--- src/design/fetch_trace_stage.sv ---
// Single entry; a stale entry stays until advance_i, so the first stage keeps one answer per request
`timescale 1ns/1ps
`default_nettype none

module fetch_trace_stage #(
    parameter type payload_t = logic
) (
    input  wire           clk,
    input  wire           rst_n_i,
    input  wire           flush_i,
    input  wire           push_i,
    input  wire payload_t data_i,
    input  wire           advance_i,
    output logic          ready_o,
    output logic          out_valid_o,
    output payload_t      data_o
);

    typedef enum logic [1:0] {
        ST_EMPTY,
        ST_LIVE,
        ST_STALE     // Killed by a redirect, still occupying the slot
    } slot_state_e;

    slot_state_e state_q;
    payload_t    data_q;
    logic        load;

    assign ready_o     = (state_q == ST_EMPTY) | advance_i;
    assign load        = push_i & ready_o & ~flush_i;   // Push under flush is lost
    assign out_valid_o = (state_q == ST_LIVE);
    assign data_o      = data_q;

    always_ff @(posedge clk) begin
        if (!rst_n_i) begin
            state_q <= ST_EMPTY;
        end else if (load) begin
            state_q <= ST_LIVE;
        end else if (advance_i) begin
            state_q <= ST_EMPTY;
        end else if (flush_i && state_q == ST_LIVE) begin
            state_q <= ST_STALE;
        end
    end

    always_ff @(posedge clk) begin
        if (load) begin
            data_q <= data_i;
        end
    end

    // Upstream and downstream agree on occupancy
    a_no_empty_advance: assert property (@(posedge clk) disable iff (!rst_n_i)
        advance_i |-> state_q != ST_EMPTY);

endmodule

`default_nettype wire

--- config.mk ---
export PLATFORM = sky130hd
export DESIGN_NAME = fetch_trace_stage
export DESIGN_NICKNAME = d
export VERILOG_FILES = /design/src/design/fetch_trace_stage.sv
export SDC_FILE = /design/constraint.sdc
export NUM_CORES = 1
export LEC_CHECK = 0
export BUFFER_PORTS_ARGS = -buffer_cell sky130_fd_sc_hd__buf_2
export CAP_MARGIN = 20
export CORE_AREA = 8 8 45 47
export DETAILED_ROUTE_END_ITERATION = 7
export DIE_AREA = 0 0 53 55
export GPL_TIMING_DRIVEN = 0
export SYNTH_ARGS = -nofsm -noshare
export SYNTH_HDL_FRONTEND = slang
export SYNTH_SLANG_ARGS = --single-unit
--- constraint.sdc ---
create_clock -name clk -period 0.8 [get_ports clk]
set_input_delay 0.08 -clock clk [delete_from_list [all_inputs] [get_ports clk]]
set_output_delay 0.08 -clock clk [all_outputs]
set_load 0.005 [all_outputs]
# After elaboration in Yosys (flattened, before gate mapping)
# Cells that the tools add are included.
# word_totals
regBits	3
inputBits	6
output_inout_bits	3
wordCells	16
# op_classes
eq_ne	1
n_mux	3
bitwise_logic	5
n_reduce_logical	4
# ops
cell	count
$mux 1	3
$reduce_bool 3->1	1
$reduce_or 3->1	1
$and 1x1->1	2
$eq 2x1->1 const B	1
$logic_not 2->1	1
$not 1->1	2
$logic_and 1x1->1	1
$or 1x1->1	1

# Longest topological paths before layout
# logic_depth
ltp_word	5
ltp_mapped	3
ltp_nobuf	3

# Worst setup path before layout
# No wires, ideal clock.
# synth_path
path_type	register to register
startpoint	reg state_q[0]
endpoint	reg data_q, in the netlist data_o (enable)
setup_time_ps	300
arrival_ps	694
t_required_ps	500
slack_ps	-193
path_stages_with_launch	3
n_path_buf	0
synth_period_minus_slack_ps	993
path_cell_list	dfxtp_1 > o21ai_0 > nor2b_1
# synth_via
elab_chain_cells	4
# synth_lines
item	line	rtl
start, declared	25	slot_state_e state_q;
start signal, assigned	36	state_q <= ST_EMPTY;
start signal, assigned	38	state_q <= ST_LIVE;
start signal, assigned	40	state_q <= ST_EMPTY;
$logic_not 2->1	29	assign ready_o = (state_q == ST_EMPTY) | advance_i;
$or 1x1->1	29	
net ready_o	14	output logic ready_o,
$and 1x1->1 (2 in series)	30	assign load = push_i & ready_o & ~flush_i;
net load	27	logic load;
end signal, assigned	48	data_q <= data_i;
end, declared	26	payload_t data_q;
# The timed path passes the listed nets, and every way through them passes these cells.
# A chain may end at the register's enable or synchronous reset.

# Worst setup path after layout
# layout_path
startpoint	reg state_q[1]
endpoint	out out_valid_o
# layout_via
elab_chain_cells	1
# layout_lines
item	line	rtl
$eq 2x1->1	31	assign out_valid_o = (state_q == ST_LIVE);
end, declared	15	output logic out_valid_o,
# No other way between the ends.

==> results list <==
- Outcome: complete, but fails checks
* Violated checks: setup timing
- Setup violations remaining at the end of the flow were counted as 4.
* Top flip-flop cell by instance count after synthesis: dfxtp_1
- The total overflow left after global routing is 0.
- In this run the cell area of the synthesized design comes to 138 µm².
- Final critical-path required period: 0.987 ns
- Across every metal layer, demand over resource in global routing totals 3.38%.
- Detail Route met2 WL: 197 µm
- Number of I/O pins: 9
- Of all nets on the critical path, the largest fanout is 5.
* Wire length of the first global-routing pass: 572 µm
- Final standard cell utilization of the core: 18.7%
- Synthesis produced a netlist with a net count of 20.
- Maximum frequency from static timing analysis: 1010 MHz
- In the detailed route, the total length drawn on met3 is 63 µm.
- In the final routing, the length of wire on met1 measures 99 µm.
- Total cell area at the placement stage: 203 µm²
- Adding up every negative setup slack in the final design gives -0.445 ns.
- Data on the critical path arrives at its endpoint at 0.91 ns.
- Relative contribution of combinational cells to total power: 11.0%
- The post-route netlist has 60.7% of its cells at a drive strength greater than 1.
- Gate family responsible for the most delay along the worst path: flip-flops
- Yosys mapped a number of flops with a built-in enable equal to 1.
* Gate count after technology mapping: 14
- Worst clock skew: 0.000602 ns
* Number of cell instances on the worst register-to-register path: 2
* Most frequent cells after synthesis: a21oi_1 (2), dfxtp_1 (2), nand2b_1 (2)
- The finished layout holds 44 standard cells, fillers aside.
- Across the run, the number of max-cap violations was 0.
- Fraction of the yosys area taken by sequential cells: 50.9%
- Worst hold margin: 0.0312 ns
- In this run the number of H-tree levels came out at 1.
- In the routed design, unresolved DRC markers number 0.
- The pre-antenna-repair detailed-routing pass consisted of 3 iterations.
- Timing analysis after detailed placement gives a worst setup slack of -0.120 ns.
- Crit Reg-Reg Startpoint: state_q[1]$_SDFFE_PP0P_
- TritonCTS built the clock tree.
- The analysis attributes to cell leakage a power of 0.117 nW.
* Source-to-sink clock delay at the later pin of the worst-skew pair: 0.23 ns
- Cells along the critical path: and2b_2 > buf_6
- Average size of a mapped cell: 9.83 µm²
- CTS Buffer Depth: 2
- Storage element area: 75.1 µm²
- Number of antenna violations at the first check in global routing: 0
- Critical path startpoint category: register
- Share of the synthesized area in the top cell type: 29.1%
- Measured against its own limit, the worst slew margin works out to 90.3%.
- The routed layout has 151 vias.
- The worst register-to-register path has a setup slack of -0.09 ns.
- Die Wd: 53 µm
* Diode count: 0
- RSZ-0062 raised after global routing: true
- Counting the fill cells in the layout gives 157.
* Buffers on Ports: 8
- The worst-case IR drop observed on VDD is 0.266 mV.
* Design Area, Final: 259 µm²
- Die Y: 55 µm
- Kind of end point of the critical path: output pin
- The total count of max-transition violations in the final report was 0.
- In this run the most critical hold path is launched from data_i.
- Overall power: 479 µW
- In this run the worst hold path is classified as in2reg.
* Area of the placeable core: 1380 µm²
- Dividing the detail-routed wire length by the instance count gives 8.18 µm.
- Detailed-route vias per instance: 3.43
* Cell with the largest stage delay on the worst path: dfxtp_4
* Number of rows in the core area: 14
- Total power per unit cell area: 1850 nW/µm²
- Hold-critical path depth: 1
- Routability congestion estimate: 0.690
- Of all flip-flops after synthesis, the portion carrying an async set or reset was 0%.
- The critical path in this run is classified as reg2out.
* Total die area: 2920 µm²
- Yosys top cell by area: dfxtp_1
- Clock tree synthesis selected as its root buffer the cell clkbuf_4.
* Clock share of power: 54.4%
* P_sw: 96.7 µW
* Largest net degree at the start of global routing: 6
* Final wirelength: 360 µm
* Flip-flop and latch count after synthesis: 3
* Starting density of the core: 9.95%
- For this design, the sink count on the clock tree is 3.
- Ranking of synthesized cells by area: dfxtp_1 (29%), edfxtp_1 (22%), nand2b_1 (9.1%), a21oi_1 (7.3%), and2b_2 (6.4%)
- In the finished design, the share of the clock period the worst path needs comes to 123%.
* Number of nets with antenna violations after routing: 0
- The worst hold path terminates at data_o$_DFFE_PP_.
- Number of distinct library cells after synthesis: 11
- Vias in the first global route: 152
- In the final design database the tool counted 35 nets.
* Max Used Layer: met3
- Hold Fails Final Rpt: 0
- The number of clock buffers added by TritonCTS is 3.
* Count of routing violations after the opening detailed-route iteration: 6
- Compared with the post-synthesis result, the final layout area differs by 88.2%.
- Reg2Reg Capture Point: data_o$_DFFE_PP_
* Cell internal power dissipation: 382 µW
- On the worst path, the slowest cell contributes a delay of 0.35 ns.
- Clock-pin slew was measured on the worst setup and hold paths at 0.04 ns.
- Count of synthesis-stage warnings from yosys: 0
- The share of total power dissipated in sequential elements is 34.6%.
- Area of combinational cells with multiple inputs: 70.1 µm²
* Placed Cells incl. Taps: 38
- Once routing completed, OpenROAD measured the worst setup slack at -0.187 ns.
* Slew at the pin closest to its max-slew limit: 0.145 ns
* Switching part of the total power: 20.2%
- Req. time, crit path: 0.72 ns
- Buffers and inverters on the worst path: 1
## cell usage in the layout, fill, tap and decap left out, drive strengths merged, types with 2 or more instances in the layout
master / count
clkbuf: 4
dfxtp: 2
a21oi: 2
buf: 9
nand2b: 2
## metal layers
| layer | vias up | global-route usage, % |
|---|---|---|
| met5 | - | 0 |
| met4 | 0 | 7.76 |
| met3 | 0 | 3.21 |
| met2 | 6 | 3.71 |
| met1 | 69 | 1.97 |
| li1 | 76 | - |
## worst max path at each step
| stage | from | end | slack [ns] | depth (start not counted) |
|---|---|---|---|---|
| 3_3_place_gp | state_q[0]$_SDFFE_PN0P_ | data_o$_DFFE_PP_ | -0.11 | 2 |
| 2_1_floorplan | state_q[0]$_SDFFE_PN0P_ | data_o$_DFFE_PP_ | -0.11 | 2 |
| 4_1_cts | state_q[1]$_SDFFE_PP0P_ | out_valid_o | -0.20 | 2 |
| 5_1_grt | state_q[1]$_SDFFE_PP0P_ | out_valid_o | -0.25 | 2 |
| 3_5_place_dp | state_q[0]$_SDFFE_PN0P_ | data_o$_DFFE_PP_ | -0.12 | 2 |
| 6_report | state_q[1]$_SDFFE_PP0P_ | out_valid_o | -0.19 | 2 |
## cell families (layout without fill, tap and decap cells)
logic type / Yosys count / in the layout / synth area share, %
and+or+nand+nor: 6 / 6 / 30.0
AOI/OAI and AO/OA: 4 / 4 / 16.4
DFF: 3 / 3 / 50.9
buffers and inverters: 1 / 15 / 2.72
## flip-flops by register name (all words and copies together) (netlist names)
register / count
data_o: 1
state_q: 2
## power by group through the flow
stage,Clock [mW],Combinational [mW],Sequential [mW]
finish,0.261,0.0525,0.166
global route,0.318,0.0583,0.166
CTS,0.274,0.0461,0.168
detailed placement,0,0.0410,0.171
global placement,0,0.0405,0.170
floorplan,0,0.0186,0.170
## worst register-to-register path, stage by stage, from the launching register on
cell	delay [ns]
dfxtp_4	0.34
o21ai_2	0.11
nor2b_2	0.15
## cell type report
class / count / area share [%]
sequential: 3 / 29.0
clock buffer: 4 / 10.1
timing repair buffer: 10 / 24.6
inverter: 1 / 1.45
multi-input combinational: 10 / 27.1
tap: 16 / 7.73
## what timing repair did
| item | 4_1_cts | 5_1_grt |
|---|---|---|
| setup endpoints to repair | 4 | 5 |
| resized for setup | 2 | 2 |
| hold buffers | 0 | 1 |
| endpoints found under the hold margin | 0 | 1 |
| pin swaps | 1 | 0 |
| buffers inserted | 1 | 0 |
Power figures use the tool's default switching activity.
