===== config.mk =====
export PLATFORM = sky130hd
export DESIGN_NAME = pc_register
export DESIGN_NICKNAME = d
export VERILOG_FILES = /design/src/design/fetch_cfg_pkg.sv /design/src/design/fetch_msg_pkg.sv /design/src/design/pc_register.sv
export SDC_FILE = /design/constraint.sdc
export NUM_CORES = 1
export LEC_CHECK = 0
export ABC_AREA = 0
export BUFFER_PORTS_ARGS = -buffer_cell sky130_fd_sc_hd__buf_2
export CAP_MARGIN = 20
export CORE_AREA = 2 2 108 110
export CTS_BUF_LIST = sky130_fd_sc_hd__clkbuf_4
export DETAILED_ROUTE_END_ITERATION = 8
export DIE_AREA = 0 0 110 112
export PLACE_DENSITY_LB_ADDON = 0.3
export SLEW_MARGIN = 20
export SYNTH_ARGS = -nofsm -noshare
export SYNTH_HDL_FRONTEND = slang
export SYNTH_SLANG_ARGS = --single-unit

===== constraint.sdc =====
create_clock -name clk -period 2.5 [get_ports clk]
set_input_delay 0.5 -clock clk [delete_from_list [all_inputs] [get_ports clk]]
set_output_delay 0.5 -clock clk [all_outputs]
set_load 0.1 [all_outputs]

===== src/design/fetch_cfg_pkg.sv =====
// Fixed to 32-bit addresses and four-word blocks; derived widths are not recomputed elsewhere
`default_nettype none

package fetch_cfg_pkg;

    ////////////////////////////////////////////////////////////
    // Address and block geometry
    ////////////////////////////////////////////////////////////
    localparam int ADDR_W         = 32;
    localparam int BLOCK_WORDS    = 4;
    localparam int SLOT_W         = 2;   // Selects a word in the block
    localparam int BLOCK_OFFSET_W = 4;   // Byte offset of a block

    // BTB sizing
    localparam int BTB_ENTRIES = 64;
    localparam int BTB_INDEX_W = 6;
    localparam int BTB_TAG_W   = ADDR_W - BTB_INDEX_W - BLOCK_OFFSET_W;

    localparam logic [ADDR_W-1:0] RESET_PC = 32'hBFC0_0000;   // MIPS boot vector

    typedef logic [ADDR_W-1:0]      addr_t;
    typedef logic [SLOT_W-1:0]      slot_t;
    typedef logic [BLOCK_WORDS-1:0] mask_t;

    // Slot 0 sits in the low word
    typedef logic [BLOCK_WORDS-1:0][31:0] block_data_t;

endpackage

`default_nettype wire


===== src/design/fetch_msg_pkg.sv =====
// Messages between fetch stages; field order is fixed and shared with the testbench model
`default_nettype none

package fetch_msg_pkg;

    // BTB answer for the block at the lookup PC
    typedef struct packed {
        logic                 hit;
        fetch_cfg_pkg::slot_t slot;     // Slot of the predicted branch
        fetch_cfg_pkg::addr_t target;
    } btb_pred_t;

    // Single-cycle redirect from the back end
    typedef struct packed {
        logic                 br_valid;
        logic                 exc_valid;   // Wins over br_valid
        fetch_cfg_pkg::addr_t br_pc;
        fetch_cfg_pkg::addr_t br_target;
        logic                 br_taken;
        fetch_cfg_pkg::addr_t exc_pc;
    } redirect_t;

    ////////////////////////////////////////////////////////////
    // Pipeline payloads
    ////////////////////////////////////////////////////////////

    // Accepted request waiting on the cache
    typedef struct packed {
        fetch_cfg_pkg::addr_t pc;      // Unaligned fetch PC
        fetch_cfg_pkg::mask_t mask;
        btb_pred_t            pred;
    } fetch_req_t;

    // Block handed to the instruction queue
    typedef struct packed {
        fetch_cfg_pkg::addr_t       base_pc;
        fetch_cfg_pkg::mask_t       mask;
        fetch_cfg_pkg::block_data_t data;
        logic                       pred_taken;
        fetch_cfg_pkg::addr_t       pred_target;
    } fetch_block_t;

endpackage

`default_nettype wire


===== src/design/pc_register.sv =====
// One request in flight; inst_req_o drops during a redirect cycle, so no accept meets a flush
`timescale 1ns/1ps
`default_nettype none

module pc_register (
    input  wire                            clk,
    input  wire                            rst_n_i,
    input  wire fetch_msg_pkg::redirect_t  redirect_i,
    input  wire fetch_msg_pkg::btb_pred_t  pred_i,
    input  wire                            slot_free_i,
    input  wire                            inst_index_ok_i,
    output fetch_cfg_pkg::addr_t           lookup_pc_o,
    output logic                           inst_req_o,
    output fetch_cfg_pkg::addr_t           inst_index_o,
    output fetch_msg_pkg::fetch_req_t      req_o,
    output logic                           push_o
);
    import fetch_cfg_pkg::*;
    import fetch_msg_pkg::*;

    addr_t pc_q;
    logic  run_q;        // Low through reset and its first cycle out
    logic  accept;
    logic  redir_any;
    addr_t redir_pc;
    addr_t seq_pc;
    slot_t first_slot;
    slot_t last_slot;
    mask_t en_mask;

    assign redir_any = redirect_i.br_valid | redirect_i.exc_valid;
    assign accept    = inst_req_o & inst_index_ok_i;
    assign seq_pc    = {pc_q[ADDR_W-1:BLOCK_OFFSET_W] + 1'b1, {BLOCK_OFFSET_W{1'b0}}};

    // Exception first, then resolved direction
    always_comb begin
        if (redirect_i.exc_valid) begin
            redir_pc = redirect_i.exc_pc;
        end else if (redirect_i.br_taken) begin
            redir_pc = redirect_i.br_target;
        end else begin
            redir_pc = redirect_i.br_pc + 32'd4;
        end
    end

    // Enable from the entry slot up to the predicted branch
    assign first_slot = pc_q[BLOCK_OFFSET_W-1 -: SLOT_W];
    assign last_slot  = pred_i.hit ? pred_i.slot : slot_t'(BLOCK_WORDS - 1);

    always_comb begin
        for (int i = 0; i < BLOCK_WORDS; i++) begin
            en_mask[i] = (slot_t'(i) >= first_slot) && (slot_t'(i) <= last_slot);
        end
    end

    always_ff @(posedge clk) begin
        if (!rst_n_i) begin
            pc_q  <= RESET_PC;
            run_q <= 1'b0;
        end else begin
            run_q <= 1'b1;
            if (redir_any) begin
                pc_q <= redir_pc;
            end else if (accept) begin
                pc_q <= pred_i.hit ? pred_i.target : seq_pc;
            end
        end
    end

    assign lookup_pc_o  = pc_q;
    assign inst_index_o = {pc_q[ADDR_W-1:BLOCK_OFFSET_W], {BLOCK_OFFSET_W{1'b0}}};
    assign inst_req_o   = run_q & slot_free_i & ~redir_any;
    assign push_o       = accept;
    assign req_o        = '{pc: pc_q, mask: en_mask, pred: pred_i};

    // Pending request holds with its index until the cache takes it
    a_index_stable: assert property (@(posedge clk) disable iff (!rst_n_i)
        inst_req_o && !inst_index_ok_i && !redir_any
        |=> $stable(inst_index_o) && (inst_req_o || redir_any));

endmodule

`default_nettype wire


# Word-level counts from Yosys, hierarchy flattened
# Index checks and enable logic that the tools add are counted.
# Widths: inputs -> output; s select.
[word_totals] regBits=33 wordCells=29
[classes] bitwise=5 reduce_logical=5 order_cmp=8 n_mux=7 n_addsub=2
[op_table] operator="$mux 32" count=5
[op_table] operator="$add 32x3->32 const B" count=1
[op_table] operator="$add 28x1->28 const B" count=1
[op_table] operator="$ge 1x2->1 const A" count=2
[op_table] operator="$ge 2x2->1 const A" count=2
[op_table] operator="$le 1x2->1 const A" count=2
[op_table] operator="$le 2x2->1 const A" count=2
[op_table] operator="$logic_and 1x1->1" count=4
[op_table] operator="$and 1x1->1" count=3
[op_table] operator="$mux 2" count=1
[op_table] operator="$reduce_bool 2->1" count=1
[op_table] operator="$mux 1" count=1
[op_table] operator="$not 1->1" count=1
[op_table] operator="$or 1x1->1" count=1

# Longest topological paths before layout
# Gate-level depths: netlist of run 1.
[logic_depth] word_depth=6 depth_mapped=8 ltp_nobuf=7

# Worst setup path before layout of run 1
# OpenSTA, ideal clock, no wires.
[synth_timing] path_type="input-to-output" start="input port redirect_i[98] in the netlist's numbering" end="output port push_o" path_slack_ps=-388 stages=3 t_arrival_ps=2388 t_required_ps=2000 path_buffers=0 cell_sequence="nor2_1 -> and3_1 -> and2_1"
[synth_via] elab_chain_len=4
[synth_lines] element="start, declared" line="pc_register.sv:8" text="input wire fetch_msg_pkg::redirect_t redirect_i,"
[synth_lines] element="$or 1x1->1" line="pc_register.sv:31" text="assign redir_any = redirect_i.br_valid | redirect_i.exc_valid;"
[synth_lines] element="$not 1->1" line="pc_register.sv:72" text="assign inst_req_o = run_q & slot_free_i & ~redir_any;"
[synth_lines] element="$and 1x1->1" line="pc_register.sv:72"
[synth_lines] element="net inst_req_o" line="pc_register.sv:13" text="output logic inst_req_o,"
[synth_lines] element="$and 1x1->1" line="pc_register.sv:32" text="assign accept = inst_req_o & inst_index_ok_i;"
[synth_lines] element="end, declared" line="pc_register.sv:16" text="output logic push_o"
# The timed path passes the listed nets, and every way through them passes these cells.

# Worst setup path in the final report of run 1
[layout_timing] start="register pc_q[5] (netlist: lookup_pc_o[5])" end="register pc_q[30] (netlist: lookup_pc_o[30])"
[layout_via] elab_chain_len=4
[layout_lines] element="start, declared" line="pc_register.sv:21" text="addr_t pc_q;"
[layout_lines] element="start signal, assigned" line="pc_register.sv:63" text="pc_q <= redir_pc;"
[layout_lines] element="start signal, assigned" line="pc_register.sv:65" text="pc_q <= pred_i.hit ? pred_i.target : seq_pc;"
[layout_lines] element="$add 28x1->28" line="pc_register.sv:33" text="assign seq_pc = {pc_q[ADDR_W-1:BLOCK_OFFSET_W] + 1'b1, {BLOCK_OFFSET_W{1'b0}}};"
[layout_lines] element="$mux 32" line="pc_register.sv:65"
[layout_lines] element="$mux 32" line="pc_register.sv:64" text="end else if (accept) begin"
[layout_lines] element="$mux 32" line="pc_register.sv:62" text="if (redir_any) begin"
# No other way between the ends. The select of a mux whose other input is x is not followed.
# A chain may end at the register's enable or synchronous reset.

==> flow_metrics.env, run 1 <==
export IMPL_num_fill_cells=1189
export IMPL_synthCells=556
export IMPL_yosysWarnings=0
export IMPL_path_class="register to register"
export IMPL_end_kind="register"
export IMPL_maxCapViolations=0
export IMPL_num_vias=4861
export IMPL_synth_avg_cell_area_um2=7.19
export IMPL_worst_pin_slew_ns=0.558
export IMPL_drt_pre_antenna_iters=7
export IMPL_rsz0062_at_grt="false"
export IMPL_worstSkewPairLatency_ns=0.34
export IMPL_grt_max_degree=48
export IMPL_seq_area_frac_synth_pct=16.5
export IMPL_clk_pin_slew_ns=0.11
export IMPL_htreeDepth=2
export IMPL_fmaxAchievable_mhz=434
export IMPL_synth_top_family_by_area="compound AO/OA/AOI/OAI gates"
export IMPL_period_share_pct=92.1
export IMPL_fin_nets=874
export IMPL_fp_coreArea_um2=11200
export IMPL_cts_buffers=5
export IMPL_cp_max_fo=8
export IMPL_io_pins=275
export IMPL_max_slew_margin_rel_pct=62.6
export IMPL_rr_worst_depth=8
export IMPL_seq_area_um2=676
export IMPL_drive_gt1_share_pct=45.4
export IMPL_worstPathArrival_ns=2.59
export IMPL_grt_pass1_wl_um=24900
export IMPL_area_growth_syn_to_layout_pct=25.6
export IMPL_die_area_um2=12300
export IMPL_fin_crit_ns=2.30
export IMPL_grt_pass1_vias=4424
export IMPL_synthMuxAreaShare_pct=3.07
export IMPL_final_common_cell="buf_2"
export IMPL_hold_violations=0
export IMPL_layout_common_cells="buf_2, o21ai_0, nand2_1, nor2_1, nand3_1"
export IMPL_drt_vias_per_instance=5.54
export IMPL_netlist_cell_type_count=62
export IMPL_grt_ovfl_total=0
export IMPL_synth_async_reset_ratio_pct=0
export IMPL_drcViolationCount=0
export IMPL_yosys_area_share_simple_pct=23.8
export IMPL_multiInputGateArea_um2=2480
export IMPL_ys_ff_latch=33
export IMPL_min_path_cells=3
export IMPL_synth_compound_area_share_pct=27.2
export IMPL_hold_ws_ns=0.411
export IMPL_final_antenna_net_count=0
export IMPL_status="finished clean"
export IMPL_leakage_nw=2.36
export IMPL_drv_slew=0
export IMPL_final_core_util_pct=44.9
export IMPL_syn_area_um2=4000
export IMPL_worst_setup_path_start_kind="register"
export IMPL_wl_per_cell_um=19.3
export IMPL_synth_main_ff_cell="dfxtp_1"
export IMPL_grtUsageTotal_pct=26.4
export IMPL_ir_worst_vdd_mv=0.349
export IMPL_antenna_found_initial=1
export IMPL_port_buffers=270
export IMPL_placementRows=39
export IMPL_hold_class="input port to register"
export IMPL_cts_root_buffer="clkbuf_4"
export IMPL_crit_required_ns=2.78
export IMPL_place_gp_congestion=0.911
export IMPL_die_w_um=110
export IMPL_setup_viol=0
export IMPL_synth_edf_count=0
export IMPL_post_cts_buffers=0
export IMPL_pwr_density_cell_nw_per_um2=582
export IMPL_initial_utilization_pct=35.8
export IMPL_cts_tree="built"
export IMPL_yosys_area_share_adder_pct=0.626
export IMPL_cts_buffer_depth=2
export IMPL_routed_wl_um=16900
export IMPL_die_h_um=112
export IMPL_cts_sinks=33
export IMPL_fin_skew_ns=0.0140
export IMPL_synth_xor_area_share_pct=6.57
export IMPL_drt_iter0_drc=473
export IMPL_dp_hpwl_um=13500
## state kept, by name (all words and copies together), names as in the netlist
| register | count |
|---|---|
| lookup_pc_o | 32 |
| run_q | 1 |
## cell type report
| class | instances | area share (%) |
|---|---|---|
| antenna | 1 | 0.0498 |
| inverter | 8 | 0.598 |
| tap | 143 | 3.56 |
| clock inverter | 1 | 0.0748 |
| timing repair buffer | 296 | 31.9 |
| multi-input combinational | 390 | 49.4 |
| sequential | 33 | 13.5 |
| clock buffer | 6 | 0.897 |
## per-stage QoR
stage | setup WS [ns] | total power [mW] | TNS (ns) | instances | area, µm²
global placement | 0.193 | 2.62 | 0 | 870 | 4960
finish | 0.197 | 2.92 | 0 | 878 | 5020
CTS | 0.204 | 2.93 | 0 | 877 | 5010
global route | 0.0673 | 3.04 | 0 | 878 | 5020
floorplan | -0.102 | 2.33 | -0.201 | 559 | 4030
detailed placement | 0.142 | 2.62 | 0 | 870 | 4960
## cell families (layout without fill, tap and decap cells)
group,count (synthesis),in the layout
and+or+nand+nor,177,177
AOI/OAI and AO/OA,165,165
buffers and inverters,136,311
DFF,33,33
xor gates and xnor gates,30,30
muxes,12,12
adders and majority gates,2,2
other,1,5
## timing repair
| action | 4_1_cts | 5_1_grt |
|---|---|---|
| resized for setup | 0 | 1 |
| endpoints found under the setup margin | 0 | 1 |
| hold buffers | 0 | 0 |
## cells in the mapped netlist (3+ instances only)
| cell | count | share of area [%] |
|---|---|---|
| dfxtp_1 | 33 | 17 |
| o211ai_1 | 6 | 1.1 |
| nand2b_1 | 3 | 0.47 |
| or3_1 | 4 | 0.63 |
| clkbuf_1 | 24 | 2.3 |
| a31oi_1 | 9 | 1.4 |
| o22ai_1 | 8 | 1.3 |
| o31ai_1 | 5 | 0.94 |
| buf_4 | 99 | 19 |
| nand3_1 | 26 | 3.3 |
| buf_1 | 3 | 0.28 |
| nor3_1 | 8 | 1.0 |
| nor4_1 | 6 | 0.94 |
| a22o_1 | 3 | 0.66 |
| nand4_1 | 14 | 2.2 |
| xnor2_1 | 20 | 4.4 |
| nand2_1 | 42 | 3.9 |
| o21ai_0 | 53 | 6.6 |
| mux2i_1 | 10 | 2.5 |
| xor2_1 | 10 | 2.2 |
| and2_1 | 7 | 1.1 |
| a222oi_1 | 4 | 1.0 |
| a22oi_1 | 15 | 2.8 |
| inv_1 | 6 | 0.56 |
| and4_1 | 3 | 0.66 |
| o21a_1 | 3 | 0.56 |
| a21oi_1 | 23 | 2.9 |
| and3_1 | 12 | 1.9 |
| a211oi_1 | 6 | 1.1 |
| a221oi_1 | 10 | 2.2 |
| a221o_1 | 4 | 1.0 |
| nor2_1 | 38 | 3.6 |
## layer usage
metal | part of all wire (%) | track usage, %
met4 | 0.89 | 4.98
met3 | 9.0 | 4.33
met2 | 46 | 43.0
met1 | 44 | 36.7
met5 | 0 | 0
## worst max-delay path, cell delays in order, from the launching register on
cell	delay [ns]
dfxtp_2	0.40
ha_1	0.24
nand2_1	0.20
nor4_4	0.38
buf_4	0.20
nand3_1	0.08
o31a_1	0.23
o21ai_0	0.33
a22o_1	0.18
## worst paths after layout
check	startpoint	endpoint	slack [ns]
max	lookup_pc_o[5]	lookup_pc_o[30]	0.20
min	redirect_i[11]	lookup_pc_o[11]	0.41
max reg2reg	lookup_pc_o[5]	lookup_pc_o[30]	0.20
min reg2reg	lookup_pc_o[1]	lookup_pc_o[1]	0.53
## where the power goes
part           total, mW  switching [mW]  leakage [nW]  internal [mW]
Sequential         0.662          0.0857         0.278          0.576
Combinational       1.95            1.60          2.05          0.349
Clock              0.313           0.200        0.0292          0.113
Total               2.92            1.88          2.36           1.04
No activity file was read; power rests on OpenSTA's default activity.
==> run 2, diff against run 1 <==
--- a/config.mk
+++ b/config.mk
@@ -13,6 +13,7 @@
 export DETAILED_ROUTE_END_ITERATION = 8
 export DIE_AREA = 0 0 110 112
 export PLACE_DENSITY_LB_ADDON = 0.3
+export SETUP_SLACK_MARGIN = 0.5
 export SLEW_MARGIN = 20
 export SYNTH_ARGS = -nofsm -noshare
 export SYNTH_HDL_FRONTEND = slang
==> run 2 against run 1 <==
Effect of this change:
- worst hold slack worse by 0.0057 ns
- final cell count up 0.11%
- via count up 0.56%
- non-clock buffer count unchanged
- critical path depth down 3
- power up 0.75%
- sequential share of layout area up 0.68 points
- first-iteration DRC count down 27%
- routed wire length down 1.9%
- clock power up 4%
- clock-buffer cell count up 1
- sequential power up 1%
- critical endpoint is now push_o
==> flow_metrics.env, run 2 (synthesized netlist as in run 1, its figures left out) <==
export IMPL_status="finished clean"
export IMPL_min_from="redirect_i[11]"
export IMPL_maxCapViolations=0
export IMPL_drcViolationCount=0
export IMPL_crit_path_top_delay_cell="and3_2"
export IMPL_drt_iter0_drc=346
export IMPL_hold_ws_ns=0.405
export IMPL_worstPathCellList="buf_4 > nor2_1 > and3_2 > and2_4 > buf_12"
export IMPL_cts_tree="built"
export IMPL_grt_ovfl_total=0
export IMPL_cts_buffer_depth=2
export IMPL_stdcell_count=879
export IMPL_cts_sinks=33
export IMPL_port_buffers=270
export IMPL_antenna_found_initial=1
export IMPL_fin_crit_ns=1.97
export IMPL_worst_pin_slew_ns=0.604
export IMPL_period_share_pct=78.9
export IMPL_rr_worst_depth=7
export IMPL_num_vias=4888
export IMPL_place_inst=866
export IMPL_cts_hold_buf=0
export IMPL_place_gp_congestion=0.923
export IMPL_dp_hpwl_um=13300
export IMPL_grt_pass1_wl_um=24300
export IMPL_leakage_nw=2.40
export IMPL_final_antenna_net_count=0
export IMPL_wl_per_cell_um=18.9
export IMPL_die_h_um=112
export IMPL_max_slew_margin_rel_pct=59.7
export IMPL_fp_coreArea_um2=11200
export IMPL_setup_viol=0
export IMPL_htreeDepth=2
export IMPL_worst_setup_path_start_kind="input port"
export IMPL_worstSkewPairLatency_ns=0.35
export IMPL_grt_pass1_vias=4392
export IMPL_min_path_cells=3
export IMPL_final_common_cell="buf_2"
export IMPL_holdPathEnd="lookup_pc_o[11]"
export IMPL_routed_wl_um=16600
export IMPL_drt_vias_per_instance=5.56
export IMPL_io_pins=275
export IMPL_initial_utilization_pct=35.8
export IMPL_max_stage_delay_ns=0.24
export IMPL_crit_family="simple AND/OR/NAND/NOR gates"
export IMPL_multiInputGateArea_um2=2590
export IMPL_grtUsageTotal_pct=25.7
export IMPL_pwr_density_cell_nw_per_um2=568
export IMPL_placementRows=39
export IMPL_fin_setup_tns_ns=0
export IMPL_cp_max_fo=16
export IMPL_end_kind="primary output"
export IMPL_r2r_end="lookup_pc_o[14]"
export IMPL_area_growth_syn_to_layout_pct=29.8
export IMPL_r2r_start="lookup_pc_o[4]"
export IMPL_die_w_um=110
export IMPL_clk_pin_slew_ns=0.12
export IMPL_largest_reg_flops=32
export IMPL_layout_common_cells="buf_2, o21ai_0, nand2_1, nor2_1, buf_4"
export IMPL_grt_max_degree=22
export IMPL_fin_nets=874
export IMPL_seq_area_um2=733
export IMPL_hold_class="input port to register"
export IMPL_drv_slew=0
export IMPL_drive_gt1_share_pct=49.7
export IMPL_hold_violations=0
export IMPL_crit_required_ns=2.00
export IMPL_fin_skew_ns=0.0152
export IMPL_rrSetupSlack_ns=0.56
export IMPL_cts_buffers=5
export IMPL_ir_worst_vdd_mv=0.311
export IMPL_rsz0062_at_grt="true"
export IMPL_path_class="input port to primary output"
export IMPL_cp_num_buf_inv=2
export IMPL_drt_pre_antenna_iters=5
export IMPL_die_area_um2=12300
export IMPL_cts_root_buffer="clkbuf_4"
export IMPL_num_fill_cells=1175
export IMPL_final_core_util_pct=46.4
export IMPL_fmaxAchievable_mhz=507
export IMPL_worstPathArrival_ns=1.47
run 2: cell count changes in the layout (fill, tap and decap cells not counted), sizes merged:
cell and change:
clkbuf +1
run 2: through the flow:
stage	cell area [µm²]	worst slack [ns]	power, mW
final	5190	0.526	2.94
after global routing	5190	0.477	3.05
after CTS	5100	0.461	2.94
after detailed placement	5000	0.133	2.61
after global placement	5000	0.149	2.61
after floorplan	4110	0.321	2.34
run 2: final cells by class:
type	instances	share of cell area (%)
diodes	1	0.0483
clock buffers	7	1.01
clock inverters	1	0.0965
inverters	8	0.579
multi-input cells	390	49.9
flip-flops and latches	33	14.1
well taps	143	3.45
repair buffers	296	30.8
run 2: worst reg2reg max path, stage by stage, from the launching register on:
cell and delay [ns]:
dfxtp_4 0.41, ha_2 0.22, nand2_2 0.11, nor4_1 0.33, xnor2_1 0.16, o21ai_0 0.08
a221oi_1 0.36, o22ai_1 0.13
run 2: worst max-delay path by stage:
stage / end / startpoint / slack [ns] / cells past startpoint
after CTS: lookup_pc_o[24] / lookup_pc_o[4] / 0.46 / 8
after global placement: lookup_pc_o[12] / redirect_i[67] / 0.15 / 9
after detailed placement: lookup_pc_o[12] / redirect_i[67] / 0.13 / 9
after global routing: lookup_pc_o[14] / lookup_pc_o[4] / 0.48 / 7
final: push_o / redirect_i[97] / 0.53 / 5
after floorplan: req_o[36] / lookup_pc_o[3] / 0.32 / 1
run 2: where the power goes:
group	total (mW)	switching [mW]	internal, mW
clock network	0.326	0.195	0.131
registers	0.671	0.0955	0.576
logic	1.95	1.60	0.350
total	2.94	1.89	1.06
run 2: timing repair:
action / 4_1_cts / 5_1_grt
setup endpoints to repair: 9 / 15
gates resized for setup: 6 / 17
pin swaps: 1 / 2
setup buffers: 2 / 2
run 2: per-layer routing:
metal,track usage (%),wire [µm]
met5,0,0
met4,5.32,191
met3,3.04,1090
met2,41.9,7890
met1,36.0,7420
